## config.mk

```make
export PLATFORM = sky130hd
export DESIGN_NAME = issue_unit
export DESIGN_NICKNAME = d
export VERILOG_FILES = /design/src/hw/tomasulo_pkg.sv /design/src/hw/int_alu_unit.sv /design/src/hw/mult_unit.sv /design/src/hw/div_unit.sv /design/src/hw/load_store_unit.sv /design/src/hw/issue_unit.sv
export SDC_FILE = /design/constraint.sdc
export NUM_CORES = 2
export LEC_CHECK = 0
export BUFFER_PORTS_ARGS = -buffer_cell sky130_fd_sc_hd__buf_4
export CORE_ASPECT_RATIO = 0.7
export CORE_MARGIN = 2
export CORE_UTILIZATION = 53
export CTS_BUF_LIST = sky130_fd_sc_hd__clkbuf_8 sky130_fd_sc_hd__clkbuf_16
export DETAILED_ROUTE_END_ITERATION = 10
export GPL_ROUTABILITY_DRIVEN = 0
export PLACE_DENSITY = 0.69
export SLEW_MARGIN = 0
export SYNTH_ARGS = -nofsm -noshare
export SYNTH_HDL_FRONTEND = slang
export SYNTH_SLANG_ARGS = --single-unit
```

## constraint.sdc

```tcl
create_clock -name clk -period 20.3 [get_ports clk]
set_input_delay 6.09 -clock clk [delete_from_list [all_inputs] [get_ports clk]]
set_output_delay 6.09 -clock clk [all_outputs]
set_load 0.1 [all_outputs]
```

## src/hw/tomasulo_pkg.sv

```systemverilog
`default_nettype none

package tomasulo_pkg;

   // Datapath widths
   localparam int data_w = 32;
   localparam int tag_w  = 6;
   localparam int op_w   = 4;

   // Grant to CDB broadcast, in cycles
   localparam int lat_int  = 2;
   localparam int lat_ls   = 2;
   localparam int lat_mult = 5;
   localparam int lat_div  = 8;

   // One bit per future CDB cycle, the divider reaches furthest
   localparam int slot_count = lat_div;

   // Divider retires this many quotient bits per cycle
   localparam int div_bits  = 4;
   localparam int div_cnt_w = $clog2(lat_div);

   // Load/store data store
   localparam int mem_depth = 16;
   localparam int mem_aw    = $clog2(mem_depth);

   // Integer ALU opcodes
   localparam logic [op_w-1:0] op_add   = 4'h0;
   localparam logic [op_w-1:0] op_sub   = 4'h1;
   localparam logic [op_w-1:0] op_and   = 4'h2;
   localparam logic [op_w-1:0] op_or    = 4'h3;
   localparam logic [op_w-1:0] op_xor   = 4'h4;
   localparam logic [op_w-1:0] op_slt   = 4'h5;
   // Branches, resolved on the integer ALU
   localparam logic [op_w-1:0] op_beq   = 4'h6;
   localparam logic [op_w-1:0] op_bne   = 4'h7;
   // Long latency units
   localparam logic [op_w-1:0] op_mul   = 4'h8;
   localparam logic [op_w-1:0] op_div   = 4'h9;
   // Load/store buffer
   localparam logic [op_w-1:0] op_load  = 4'ha;
   localparam logic [op_w-1:0] op_store = 4'hb;

   // Operation offered by the reservation stations
   typedef struct packed {
      logic [op_w-1:0]   opcode;
      logic [data_w-1:0] rs;
      logic [data_w-1:0] rt;
      logic [tag_w-1:0]  rd_tag;
   } op_req_t;

   // Result of one execution unit, tag travels with the data
   typedef struct packed {
      logic              valid;
      logic [tag_w-1:0]  tag;
      logic [data_w-1:0] data;
   } unit_res_t;

   // Common data bus
   typedef struct packed {
      logic              valid;
      logic [tag_w-1:0]  tag;
      logic [data_w-1:0] data;
      logic              branch;
      logic              branch_taken;
   } cdb_t;

endpackage

`default_nettype wire

```

## src/hw/int_alu_unit.sv

```systemverilog
`default_nettype none

module int_alu_unit import tomasulo_pkg::*; (
   input  logic      clk,
   input  logic      reset,
   input  logic      start,
   input  op_req_t   req,
   output unit_res_t res,
   output logic      carryout,
   output logic      overflow,
   output logic      branch,
   output logic      branch_taken
);

   // Stage one, captured operation
   logic              s1_valid;
   op_req_t           s1_req;

   logic [data_w:0]   sum_ext;
   logic [data_w:0]   diff_ext;
   logic [data_w-1:0] alu_data;
   logic              alu_carry;
   logic              alu_ovf;
   logic              alu_branch;
   logic              alu_taken;

   // Stage two, registered result
   logic              s2_valid;
   logic [tag_w-1:0]  s2_tag;
   logic [data_w-1:0] s2_data;
   logic              s2_carry;
   logic              s2_ovf;
   logic              s2_branch;
   logic              s2_taken;

   always_ff @(posedge clk) begin
      if (reset) begin
         s1_valid <= 1'b0;
      end else begin
         s1_valid <= start;
      end
   end

   always_ff @(posedge clk) begin
      if (start) begin
         s1_req <= req;
      end
   end

   // 33-bit forms, bit 32 is carry out or borrow
   assign sum_ext  = {1'b0, s1_req.rs} + {1'b0, s1_req.rt};
   assign diff_ext = {1'b0, s1_req.rs} - {1'b0, s1_req.rt};

   always_comb begin
      alu_data   = '0;
      alu_carry  = 1'b0;
      alu_ovf    = 1'b0;
      alu_branch = 1'b0;
      alu_taken  = 1'b0;
      case (s1_req.opcode)
         op_add: begin
            alu_data  = sum_ext[data_w-1:0];
            alu_carry = sum_ext[data_w];
            // Like signs in, other sign out
            alu_ovf   = (s1_req.rs[data_w-1] == s1_req.rt[data_w-1])
                     && (sum_ext[data_w-1] != s1_req.rs[data_w-1]);
         end
         op_sub: begin
            alu_data  = diff_ext[data_w-1:0];
            alu_carry = diff_ext[data_w];
            alu_ovf   = (s1_req.rs[data_w-1] != s1_req.rt[data_w-1])
                     && (diff_ext[data_w-1] != s1_req.rs[data_w-1]);
         end
         op_and: alu_data = s1_req.rs & s1_req.rt;
         op_or:  alu_data = s1_req.rs | s1_req.rt;
         op_xor: alu_data = s1_req.rs ^ s1_req.rt;
         op_slt: begin
            alu_data = {{(data_w-1){1'b0}}, $signed(s1_req.rs) < $signed(s1_req.rt)};
         end
         // Branches give no data, only the outcome
         op_beq: begin
            alu_branch = 1'b1;
            alu_taken  = (s1_req.rs == s1_req.rt);
         end
         op_bne: begin
            alu_branch = 1'b1;
            alu_taken  = (s1_req.rs != s1_req.rt);
         end
         default: alu_data = '0;
      endcase
   end

   always_ff @(posedge clk) begin
      if (reset) begin
         s2_valid <= 1'b0;
      end else begin
         s2_valid <= s1_valid;
      end
   end

   always_ff @(posedge clk) begin
      s2_tag    <= s1_req.rd_tag;
      s2_data   <= alu_data;
      s2_carry  <= alu_carry;
      s2_ovf    <= alu_ovf;
      s2_branch <= alu_branch;
      s2_taken  <= alu_taken;
   end

   assign res          = '{valid: s2_valid, tag: s2_tag, data: s2_data};
   assign carryout     = s2_carry;
   assign overflow     = s2_ovf;
   assign branch       = s2_branch;
   assign branch_taken = s2_taken;

endmodule

`default_nettype wire

```

## src/hw/mult_unit.sv

```systemverilog
`default_nettype none

module mult_unit import tomasulo_pkg::*; (
   input  logic      clk,
   input  logic      reset,
   input  logic      start,
   input  op_req_t   req,
   output unit_res_t res
);

   // Radix-4 partial products, then a 16-8-4-2-1 adder tree
   logic [data_w-1:0] pp1 [data_w/2];
   logic [data_w-1:0] pp2 [data_w/4];
   logic [data_w-1:0] pp3 [data_w/8];
   logic [data_w-1:0] pp4 [data_w/16];
   logic [data_w-1:0] prod;

   // Valid and tag ride alongside the tree
   logic [lat_mult-1:0] vld_sr;
   logic [tag_w-1:0]    tag_sr [lat_mult];

   // a times one 2-bit digit of b, placed at its weight
   // Bits above data_w drop off, only the low word is kept
   function automatic logic [data_w-1:0] pp_digit(input logic [data_w-1:0] a,
                                                  input logic [1:0]        d,
                                                  input int                sh);
      logic [data_w-1:0] m;
      case (d)
         2'd0:    m = '0;
         2'd1:    m = a;
         2'd2:    m = a << 1;
         default: m = a + (a << 1);
      endcase
      return m << sh;
   endfunction

   always_ff @(posedge clk) begin
      for (int i = 0; i < data_w/2; i++) begin
         pp1[i] <= pp_digit(req.rs, req.rt[2*i +: 2], 2*i);
      end
      for (int i = 0; i < data_w/4; i++) begin
         pp2[i] <= pp1[2*i] + pp1[2*i+1];
      end
      for (int i = 0; i < data_w/8; i++) begin
         pp3[i] <= pp2[2*i] + pp2[2*i+1];
      end
      for (int i = 0; i < data_w/16; i++) begin
         pp4[i] <= pp3[2*i] + pp3[2*i+1];
      end
      prod <= pp4[0] + pp4[1];
   end

   always_ff @(posedge clk) begin
      tag_sr[0] <= req.rd_tag;
      for (int i = 1; i < lat_mult; i++) begin
         tag_sr[i] <= tag_sr[i-1];
      end
   end

   always_ff @(posedge clk) begin
      if (reset) begin
         vld_sr <= '0;
      end else begin
         vld_sr <= {vld_sr[lat_mult-2:0], start};
      end
   end

   assign res = '{valid: vld_sr[lat_mult-1], tag: tag_sr[lat_mult-1], data: prod};

endmodule

`default_nettype wire

```

## src/hw/div_unit.sv

```systemverilog
`default_nettype none

module div_unit import tomasulo_pkg::*; (
   input  logic      clk,
   input  logic      reset,
   input  logic      start,
   input  op_req_t   req,
   output logic      div_busy,
   output unit_res_t res
);

   // Partial remainder and dividend/quotient shift word
   logic [data_w-1:0]    rem_q;
   logic [data_w-1:0]    quo_q;
   logic [data_w-1:0]    dvsr_q;
   logic [tag_w-1:0]     tag_q;
   logic [div_cnt_w-1:0] steps_left;
   logic                 done;

   // Four restoring steps, one quotient digit of radix 16
   // Dividend bits leave quo at the top while quotient bits enter at the bottom
   function automatic logic [2*data_w-1:0] div_step(input logic [data_w-1:0] rem_in,
                                                    input logic [data_w-1:0] quo_in,
                                                    input logic [data_w-1:0] dvsr);
      logic [data_w:0]   trial;
      logic [data_w-1:0] rem;
      logic [data_w-1:0] quo;
      rem = rem_in;
      quo = quo_in;
      for (int i = 0; i < div_bits; i++) begin
         trial = {rem, quo[data_w-1]};
         quo   = {quo[data_w-2:0], 1'b0};
         // A zero divisor always fits, so x/0 gives all ones
         if (trial >= {1'b0, dvsr}) begin
            trial  = trial - {1'b0, dvsr};
            quo[0] = 1'b1;
         end
         rem = trial[data_w-1:0];
      end
      return {rem, quo};
   endfunction

   // Control, busy from the edge after start until the result cycle
   always_ff @(posedge clk) begin
      if (reset) begin
         div_busy   <= 1'b0;
         done       <= 1'b0;
         steps_left <= '0;
      end else begin
         done <= 1'b0;
         if (start) begin
            div_busy   <= 1'b1;
            steps_left <= div_cnt_w'(lat_div - 1);
         end else if (div_busy) begin
            steps_left <= steps_left - 1'b1;
            // Last digit lands now, result shows next cycle
            if (steps_left == div_cnt_w'(1)) begin
               div_busy <= 1'b0;
               done     <= 1'b1;
            end
         end
      end
   end

   // First digit is taken on the capture edge itself
   always_ff @(posedge clk) begin
      if (start) begin
         {rem_q, quo_q} <= div_step('0, req.rs, req.rt);
         dvsr_q         <= req.rt;
         tag_q          <= req.rd_tag;
      end else if (div_busy) begin
         {rem_q, quo_q} <= div_step(rem_q, quo_q, dvsr_q);
      end
   end

   assign res = '{valid: done, tag: tag_q, data: quo_q};

   // Issue must respect the busy level, there is one divider
   a_no_overlap: assert property (@(posedge clk) disable iff (reset)
      start |-> !div_busy)
      else $error("div_unit: start while a divide is in flight");

endmodule

`default_nettype wire

```

## src/hw/load_store_unit.sv

```systemverilog
`default_nettype none

module load_store_unit import tomasulo_pkg::*; (
   input  logic      clk,
   input  logic      reset,
   input  logic      start,
   input  op_req_t   req,
   output unit_res_t res
);

   logic [data_w-1:0] mem [mem_depth];

   // Stage one, decoded access
   logic              s1_load;
   logic              s1_store;
   logic [tag_w-1:0]  s1_tag;
   logic [mem_aw-1:0] s1_addr;
   logic [data_w-1:0] s1_wdata;

   // Stage two, load data
   logic              s2_valid;
   logic [tag_w-1:0]  s2_tag;
   logic [data_w-1:0] s2_data;

   always_ff @(posedge clk) begin
      if (reset) begin
         s1_load  <= 1'b0;
         s1_store <= 1'b0;
      end else begin
         s1_load  <= start && (req.opcode == op_load);
         s1_store <= start && (req.opcode == op_store);
      end
   end

   // Address from rt, store data from rs
   always_ff @(posedge clk) begin
      s1_tag   <= req.rd_tag;
      s1_addr  <= req.rt[mem_aw-1:0];
      s1_wdata <= req.rs;
   end

   // Store commits in stage one, so a load one cycle behind sees it
   always_ff @(posedge clk) begin
      if (reset) begin
         for (int i = 0; i < mem_depth; i++) begin
            mem[i] <= '0;
         end
      end else if (s1_store) begin
         mem[s1_addr] <= s1_wdata;
      end
   end

   // Stores keep their CDB slot but never drive valid
   always_ff @(posedge clk) begin
      if (reset) begin
         s2_valid <= 1'b0;
      end else begin
         s2_valid <= s1_load;
      end
   end

   always_ff @(posedge clk) begin
      s2_tag  <= s1_tag;
      s2_data <= mem[s1_addr];
   end

   assign res = '{valid: s2_valid, tag: s2_tag, data: s2_data};

endmodule

`default_nettype wire

```

## src/hw/issue_unit.sv

```systemverilog
`default_nettype none

module issue_unit import tomasulo_pkg::*; (
   input  logic    clk,
   input  logic    reset,

   input  op_req_t req,
   input  logic    ready_int,
   input  logic    ready_mult,
   input  logic    ready_div,
   input  logic    ready_ls,

   output logic    issue_int,
   output logic    issue_mult,
   output logic    issue_div,
   output logic    issue_ls,
   output logic    carryout,
   output logic    overflow,
   output cdb_t    cdb
);

   // Bit i marks a broadcast already owned for cycle now + i + 1
   logic [slot_count-1:0] cdb_slot;
   logic [slot_count-1:0] grant_mask;
   // High when load/store was granted less recently than integer
   logic                  pick_ls;

   logic                  ok_int;
   logic                  ok_mult;
   logic                  ok_div;
   logic                  ok_ls;
   logic                  div_busy;

   unit_res_t             int_res;
   unit_res_t             mult_res;
   unit_res_t             div_res;
   unit_res_t             ls_res;
   unit_res_t             any_res;

   logic                  alu_carry;
   logic                  alu_ovf;
   logic                  alu_branch;
   logic                  alu_taken;

   // Zero a result unless its unit is broadcasting
   function automatic unit_res_t gate_res(input unit_res_t r);
      unit_res_t g;
      g = '0;
      if (r.valid) begin
         g = r;
      end
      return g;
   endfunction

   // A unit may go if it has work and its landing cycle is free
   assign ok_int  = ready_int  && !cdb_slot[lat_int-1];
   assign ok_ls   = ready_ls   && !cdb_slot[lat_ls-1];
   assign ok_mult = ready_mult && !cdb_slot[lat_mult-1];
   assign ok_div  = ready_div  && !cdb_slot[lat_div-1] && !div_busy;

   // Fixed priority, int/ls pair first, then mult, then div
   always_comb begin
      issue_int  = 1'b0;
      issue_mult = 1'b0;
      issue_div  = 1'b0;
      issue_ls   = 1'b0;
      if (ok_int && ok_ls) begin
         // Both eligible, least recently granted wins
         issue_int = !pick_ls;
         issue_ls  = pick_ls;
      end else if (ok_int) begin
         issue_int = 1'b1;
      end else if (ok_ls) begin
         issue_ls = 1'b1;
      end else if (ok_mult) begin
         issue_mult = 1'b1;
      end else if (ok_div) begin
         issue_div = 1'b1;
      end
   end

   // Landing cycle of this cycle's grant
   always_comb begin
      grant_mask                = '0;
      grant_mask[lat_int-1]     = issue_int;
      grant_mask[lat_ls-1]      = grant_mask[lat_ls-1] | issue_ls;
      grant_mask[lat_mult-1]    = grant_mask[lat_mult-1] | issue_mult;
      grant_mask[lat_div-1]     = grant_mask[lat_div-1] | issue_div;
   end

   // Reserve, then slide one cycle closer to now
   always_ff @(posedge clk) begin
      if (reset) begin
         cdb_slot <= '0;
      end else begin
         cdb_slot <= (cdb_slot | grant_mask) >> 1;
      end
   end

   // Starts out favouring integer
   always_ff @(posedge clk) begin
      if (reset) begin
         pick_ls <= 1'b0;
      end else if (issue_int) begin
         pick_ls <= 1'b1;
      end else if (issue_ls) begin
         pick_ls <= 1'b0;
      end
   end

   int_alu_unit u_int (
      .clk          (clk),
      .reset        (reset),
      .start        (issue_int),
      .req          (req),
      .res          (int_res),
      .carryout     (alu_carry),
      .overflow     (alu_ovf),
      .branch       (alu_branch),
      .branch_taken (alu_taken)
   );

   mult_unit u_mult (
      .clk   (clk),
      .reset (reset),
      .start (issue_mult),
      .req   (req),
      .res   (mult_res)
   );

   div_unit u_div (
      .clk      (clk),
      .reset    (reset),
      .start    (issue_div),
      .req      (req),
      .div_busy (div_busy),
      .res      (div_res)
   );

   load_store_unit u_ls (
      .clk   (clk),
      .reset (reset),
      .start (issue_ls),
      .req   (req),
      .res   (ls_res)
   );

   // Slots make the results one-hot, so an OR of gated results is the mux
   assign any_res = gate_res(int_res) | gate_res(mult_res) | gate_res(div_res)
                  | gate_res(ls_res);

   assign cdb = '{valid:        any_res.valid,
                  tag:          any_res.tag,
                  data:         any_res.data,
                  branch:       int_res.valid & alu_branch,
                  branch_taken: int_res.valid & alu_taken};

   // Flags only mean something beside an ALU result
   assign carryout = int_res.valid & alu_carry;
   assign overflow = int_res.valid & alu_ovf;

   a_slot_free: assert property (@(posedge clk) disable iff (reset)
      (grant_mask & cdb_slot) == '0)
      else $error("issue_unit: grant into a reserved CDB cycle");

   // Unit latencies and slot bookkeeping have to agree
   a_one_result: assert property (@(posedge clk) disable iff (reset)
      $onehot0({int_res.valid, mult_res.valid, div_res.valid, ls_res.valid}))
      else $error("issue_unit: two units broadcast in one cycle");

endmodule

`default_nettype wire

```

==> results by group <==
Status
  • Status: complete, but fails checks
  • Failing checks: max-capacitance violations

Critical path
  • CP endpoint kind: flop
  • Critical path class: input port to flop
  • Flop2flop setup slack: 4720 ps
  • Max incr delay on CP: 1040 ps
  • CP max-delay cell: nor4_1
  • Reg2reg start: u_div.rem_q[30]
  • Worst-path fanout max: 34
  • CP Launch Type: input port
  • RR Endpoint: u_div.rem_q[1]
  • CP delay by family, top: simple AND/OR/NAND/NOR gates
  • Worst Path Buf+Inv: 3
  • WP data arrival: 19120 ps
  • WP data required: 20800 ps
  • R2R depth: 48

Cells and area
  • Fraction of layout cells with a size suffix above 1: 9.944%
  • Sequential Area: 35450 µm²
  • Nets: 8488
  • Filler cell count: 12270
  • Synth-to-layout area growth: 9.811%
  • Post-route cell area: 87300 µm²
  • Multi-input logic area: 41350 µm²
  • Final core utilization: 58.84%

Die
  • FP Rows: 118
  • I/O pin count: 127
  • Starting Density: 53.58%
  • Die width: 466.9 µm
  • Chip Height: 328.0 µm
  • Die area: 153200 µm²
  • Area of the core: 148400 µm²

Clock tree
  • CTS Hold Bufs: 0
  • Clock latency on the worst-skew pair: 810 ps
  • CTS tree: built
  • CTS-repair resized insts: 0
  • Clock transition at path regs: 60 ps
  • Clk sinks: 1426
  • # H-tree levels: 4
  • Post-CTS Setup Bufs: 0
  • CTS Buffer Depth: 3
  • Clock root buffer: clkbuf_16
  • TritonCTS buffer count: 141

Yosys
  • Cell accounting for the most synthesized area: edfxtp_1
  • Mapped Area: 79500 µm²
  • Ranking of synthesized cells by area: edfxtp_1 (26%), dfxtp_1 (19%), ha_1 (9.1%)
  • Sequential area share after synthesis: 44.57%
  • #FFs+latches synth: 1426
  • Dominant synthesized flop cell: dfxtp_1
  • Synth top cells by count: nand2_1 (746), dfxtp_1 (738), edfxtp_1 (688)
  • Post-synth EDFFs: 688
  • Post-synth top area share: 25.99%
  • Avg Cell Area, Syn: 10.18 µm²
  • Post-Syn Instances: 7810
  • Most common cell in the netlist: nand2_1
  • Synthesized net count: 8493
  • Syn. warnings: 0
  • Distinct cells, synth: 103
  • Ys async rst share: 0%

Routing
  • Drt first pass iters: 8
  • Iter 0 DRT Violations: 9426
  • DRC viols: 0
  • WL/cell: 27.00 µm
  • Post-DRT Antenna Nets: 0
  • Via total after detailed routing: 63280
  • Routed WL: 267700 µm
  • DR vias/cell: 6.382

Placed design
  • Place WS: 1319 ps
  • Post-placement cell area: 82450 µm²
  • I/O Buffers: 126
  • HPWL Detailed: 191100 µm

Timing
  • Max-slew headroom: 1.296%
  • Layout Skew: 32.11 ps
  • Final setup fails: 0
  • RSZ-0062 raised after global routing: no
  • Post-layout min period: 18620 ps
  • Period Utilization, post-route: 91.74%
  • Fin. Hold Viols: 0
  • FMAX: 53.70 MHz
  • Fin Setup TNS: 0 ps
  • Final worst slack: 1677 ps
  • Max Slew Vio Count: 0
  • Worst-Margin Slew: 1465 ps

Global routing
  • Number of global-route vias before repair: 57940
  • First-pass GRT wire length: 386600 µm
  • Initial antenna violation count: 21
  • Total track usage: 34.16%
  • Overflow after GRT: 0
  • Pin count of the biggest net entering global routing: 96

Worst hold path
  • Hold Crit Start: u_mult.pp4[0][7]
  • Hold Path Cell Cnt: 0
  • Worst hold endpoint: u_mult.prod[7]
  • HP Class: flop to flop

Run
  • Max Cap Violations: 1
## routing by layer
| layer | part of all wire (%) | GRT usage (%) |
|---|---|---|
| met4 | 2.7 | 9.772 |
| met5 | 0.019 | 0 |
| met1 | 43 | 52.11 |
| met3 | 16 | 13.08 |
| met2 | 38 | 44.01 |
## layout by cell type (no fill, tap or decap), types with 50 or more instances in the layout
cell type | synthesis | final
nand3_1 | 131 | 131
nor2_1 | 397 | 380
o21a_1 | 81 | 80
inv_1 | 381 | 409
and2_1 | 571 | 571
buf_4 | 4 | 227
edfxtp_1 | 688 | 688
nand2b_1 | 70 | 69
a21oi_1 | 417 | 417
clkbuf_16 | 0 | 144
nor2b_1 | 67 | 66
nand2_1 | 746 | 746
dfxtp_1 | 738 | 730
o21ai_0 | 548 | 548
a22oi_1 | 85 | 85
nor3_1 | 119 | 115
a21boi_0 | 50 | 50
a21o_1 | 139 | 139
xor2_1 | 114 | 114
o21bai_1 | 72 | 72
ha_1 | 579 | 579
mux4_2 | 160 | 160
mux2i_1 | 261 | 260
xnor2_1 | 269 | 258
## final cells by class
class,count,area share [%]
diodes,12,0.03440
clock buffers,164,4.443
clock inverters,98,1.082
inverters,386,1.663
multi-input cells,5622,47.36
flip-flops and latches,1426,40.61
well taps,1980,2.838
repair buffers,228,1.975
## how the worst max path moves through the flow
| stage | start | to | slack [ps] | depth (start not counted) |
|---|---|---|---|---|
| global placement | req[6] | u_div.rem_q[0] | 1590 | 44 |
| detailed placement | req[6] | u_div.rem_q[12] | 1320 | 44 |
| finish | req[17] | u_div.rem_q[12] | 1680 | 41 |
| CTS | req[6] | u_div.rem_q[12] | 2090 | 44 |
| global route | req[6] | u_div.rem_q[16] | 1080 | 44 |
| floorplan | req[7] | u_div.rem_q[12] | 4180 | 48 |
## registers in the layout (all words and copies together), names as in the netlist, 3 cells and up
signal	count
u_div.quo_q	32
u_div.tag_q	6
u_div.steps_left	3
u_div.rem_q	32
u_div.dvsr_q	32
u_ls.s1_wdata	32
u_mult.pp3	80
u_ls.mem	512
u_mult.pp2	144
u_ls.s2_data	32
u_mult.vld_sr	5
u_ls.s1_addr	4
u_ls.s1_tag	5
u_int.s2_tag	6
u_int.s1_req	74
u_int.s2_data	32
u_mult.prod	32
u_ls.s2_tag	5
cdb_slot	6
u_mult.pp1	272
u_mult.tag_sr	20
u_mult.pp4	48
## kinds of logic (layout without fill, tap and decap cells)
| group | after synthesis | in the layout | share of synthesized area, % |
|---|---|---|---|
| AOI/OAI and AO/OA | 1830 | 1830 | 14.76 |
| xor gates and xnor gates | 383 | 383 | 4.219 |
| and+or+nand+nor | 2336 | 2336 | 14.54 |
| adders and majority gates | 603 | 603 | 9.717 |
| other | 0 | 12 | 0 |
| buffers and inverters | 762 | 876 | 3.662 |
| DFF | 1426 | 1426 | 44.57 |
| muxes | 470 | 470 | 8.532 |
## metrics by stage
stage / hold WS [ps] / instances
3_5_place_dp: 312.1 / 9642
6_report: 312.7 / 9916
2_1_floorplan: 309.6 / 7810
5_1_grt: 324.9 / 9906
4_1_cts: 317.0 / 9904
3_3_place_gp: 310.2 / 9642
Power is left out: the tool's default activity adds up to more than one toggle a clock period on the data nets, which glitch-free logic cannot reach.
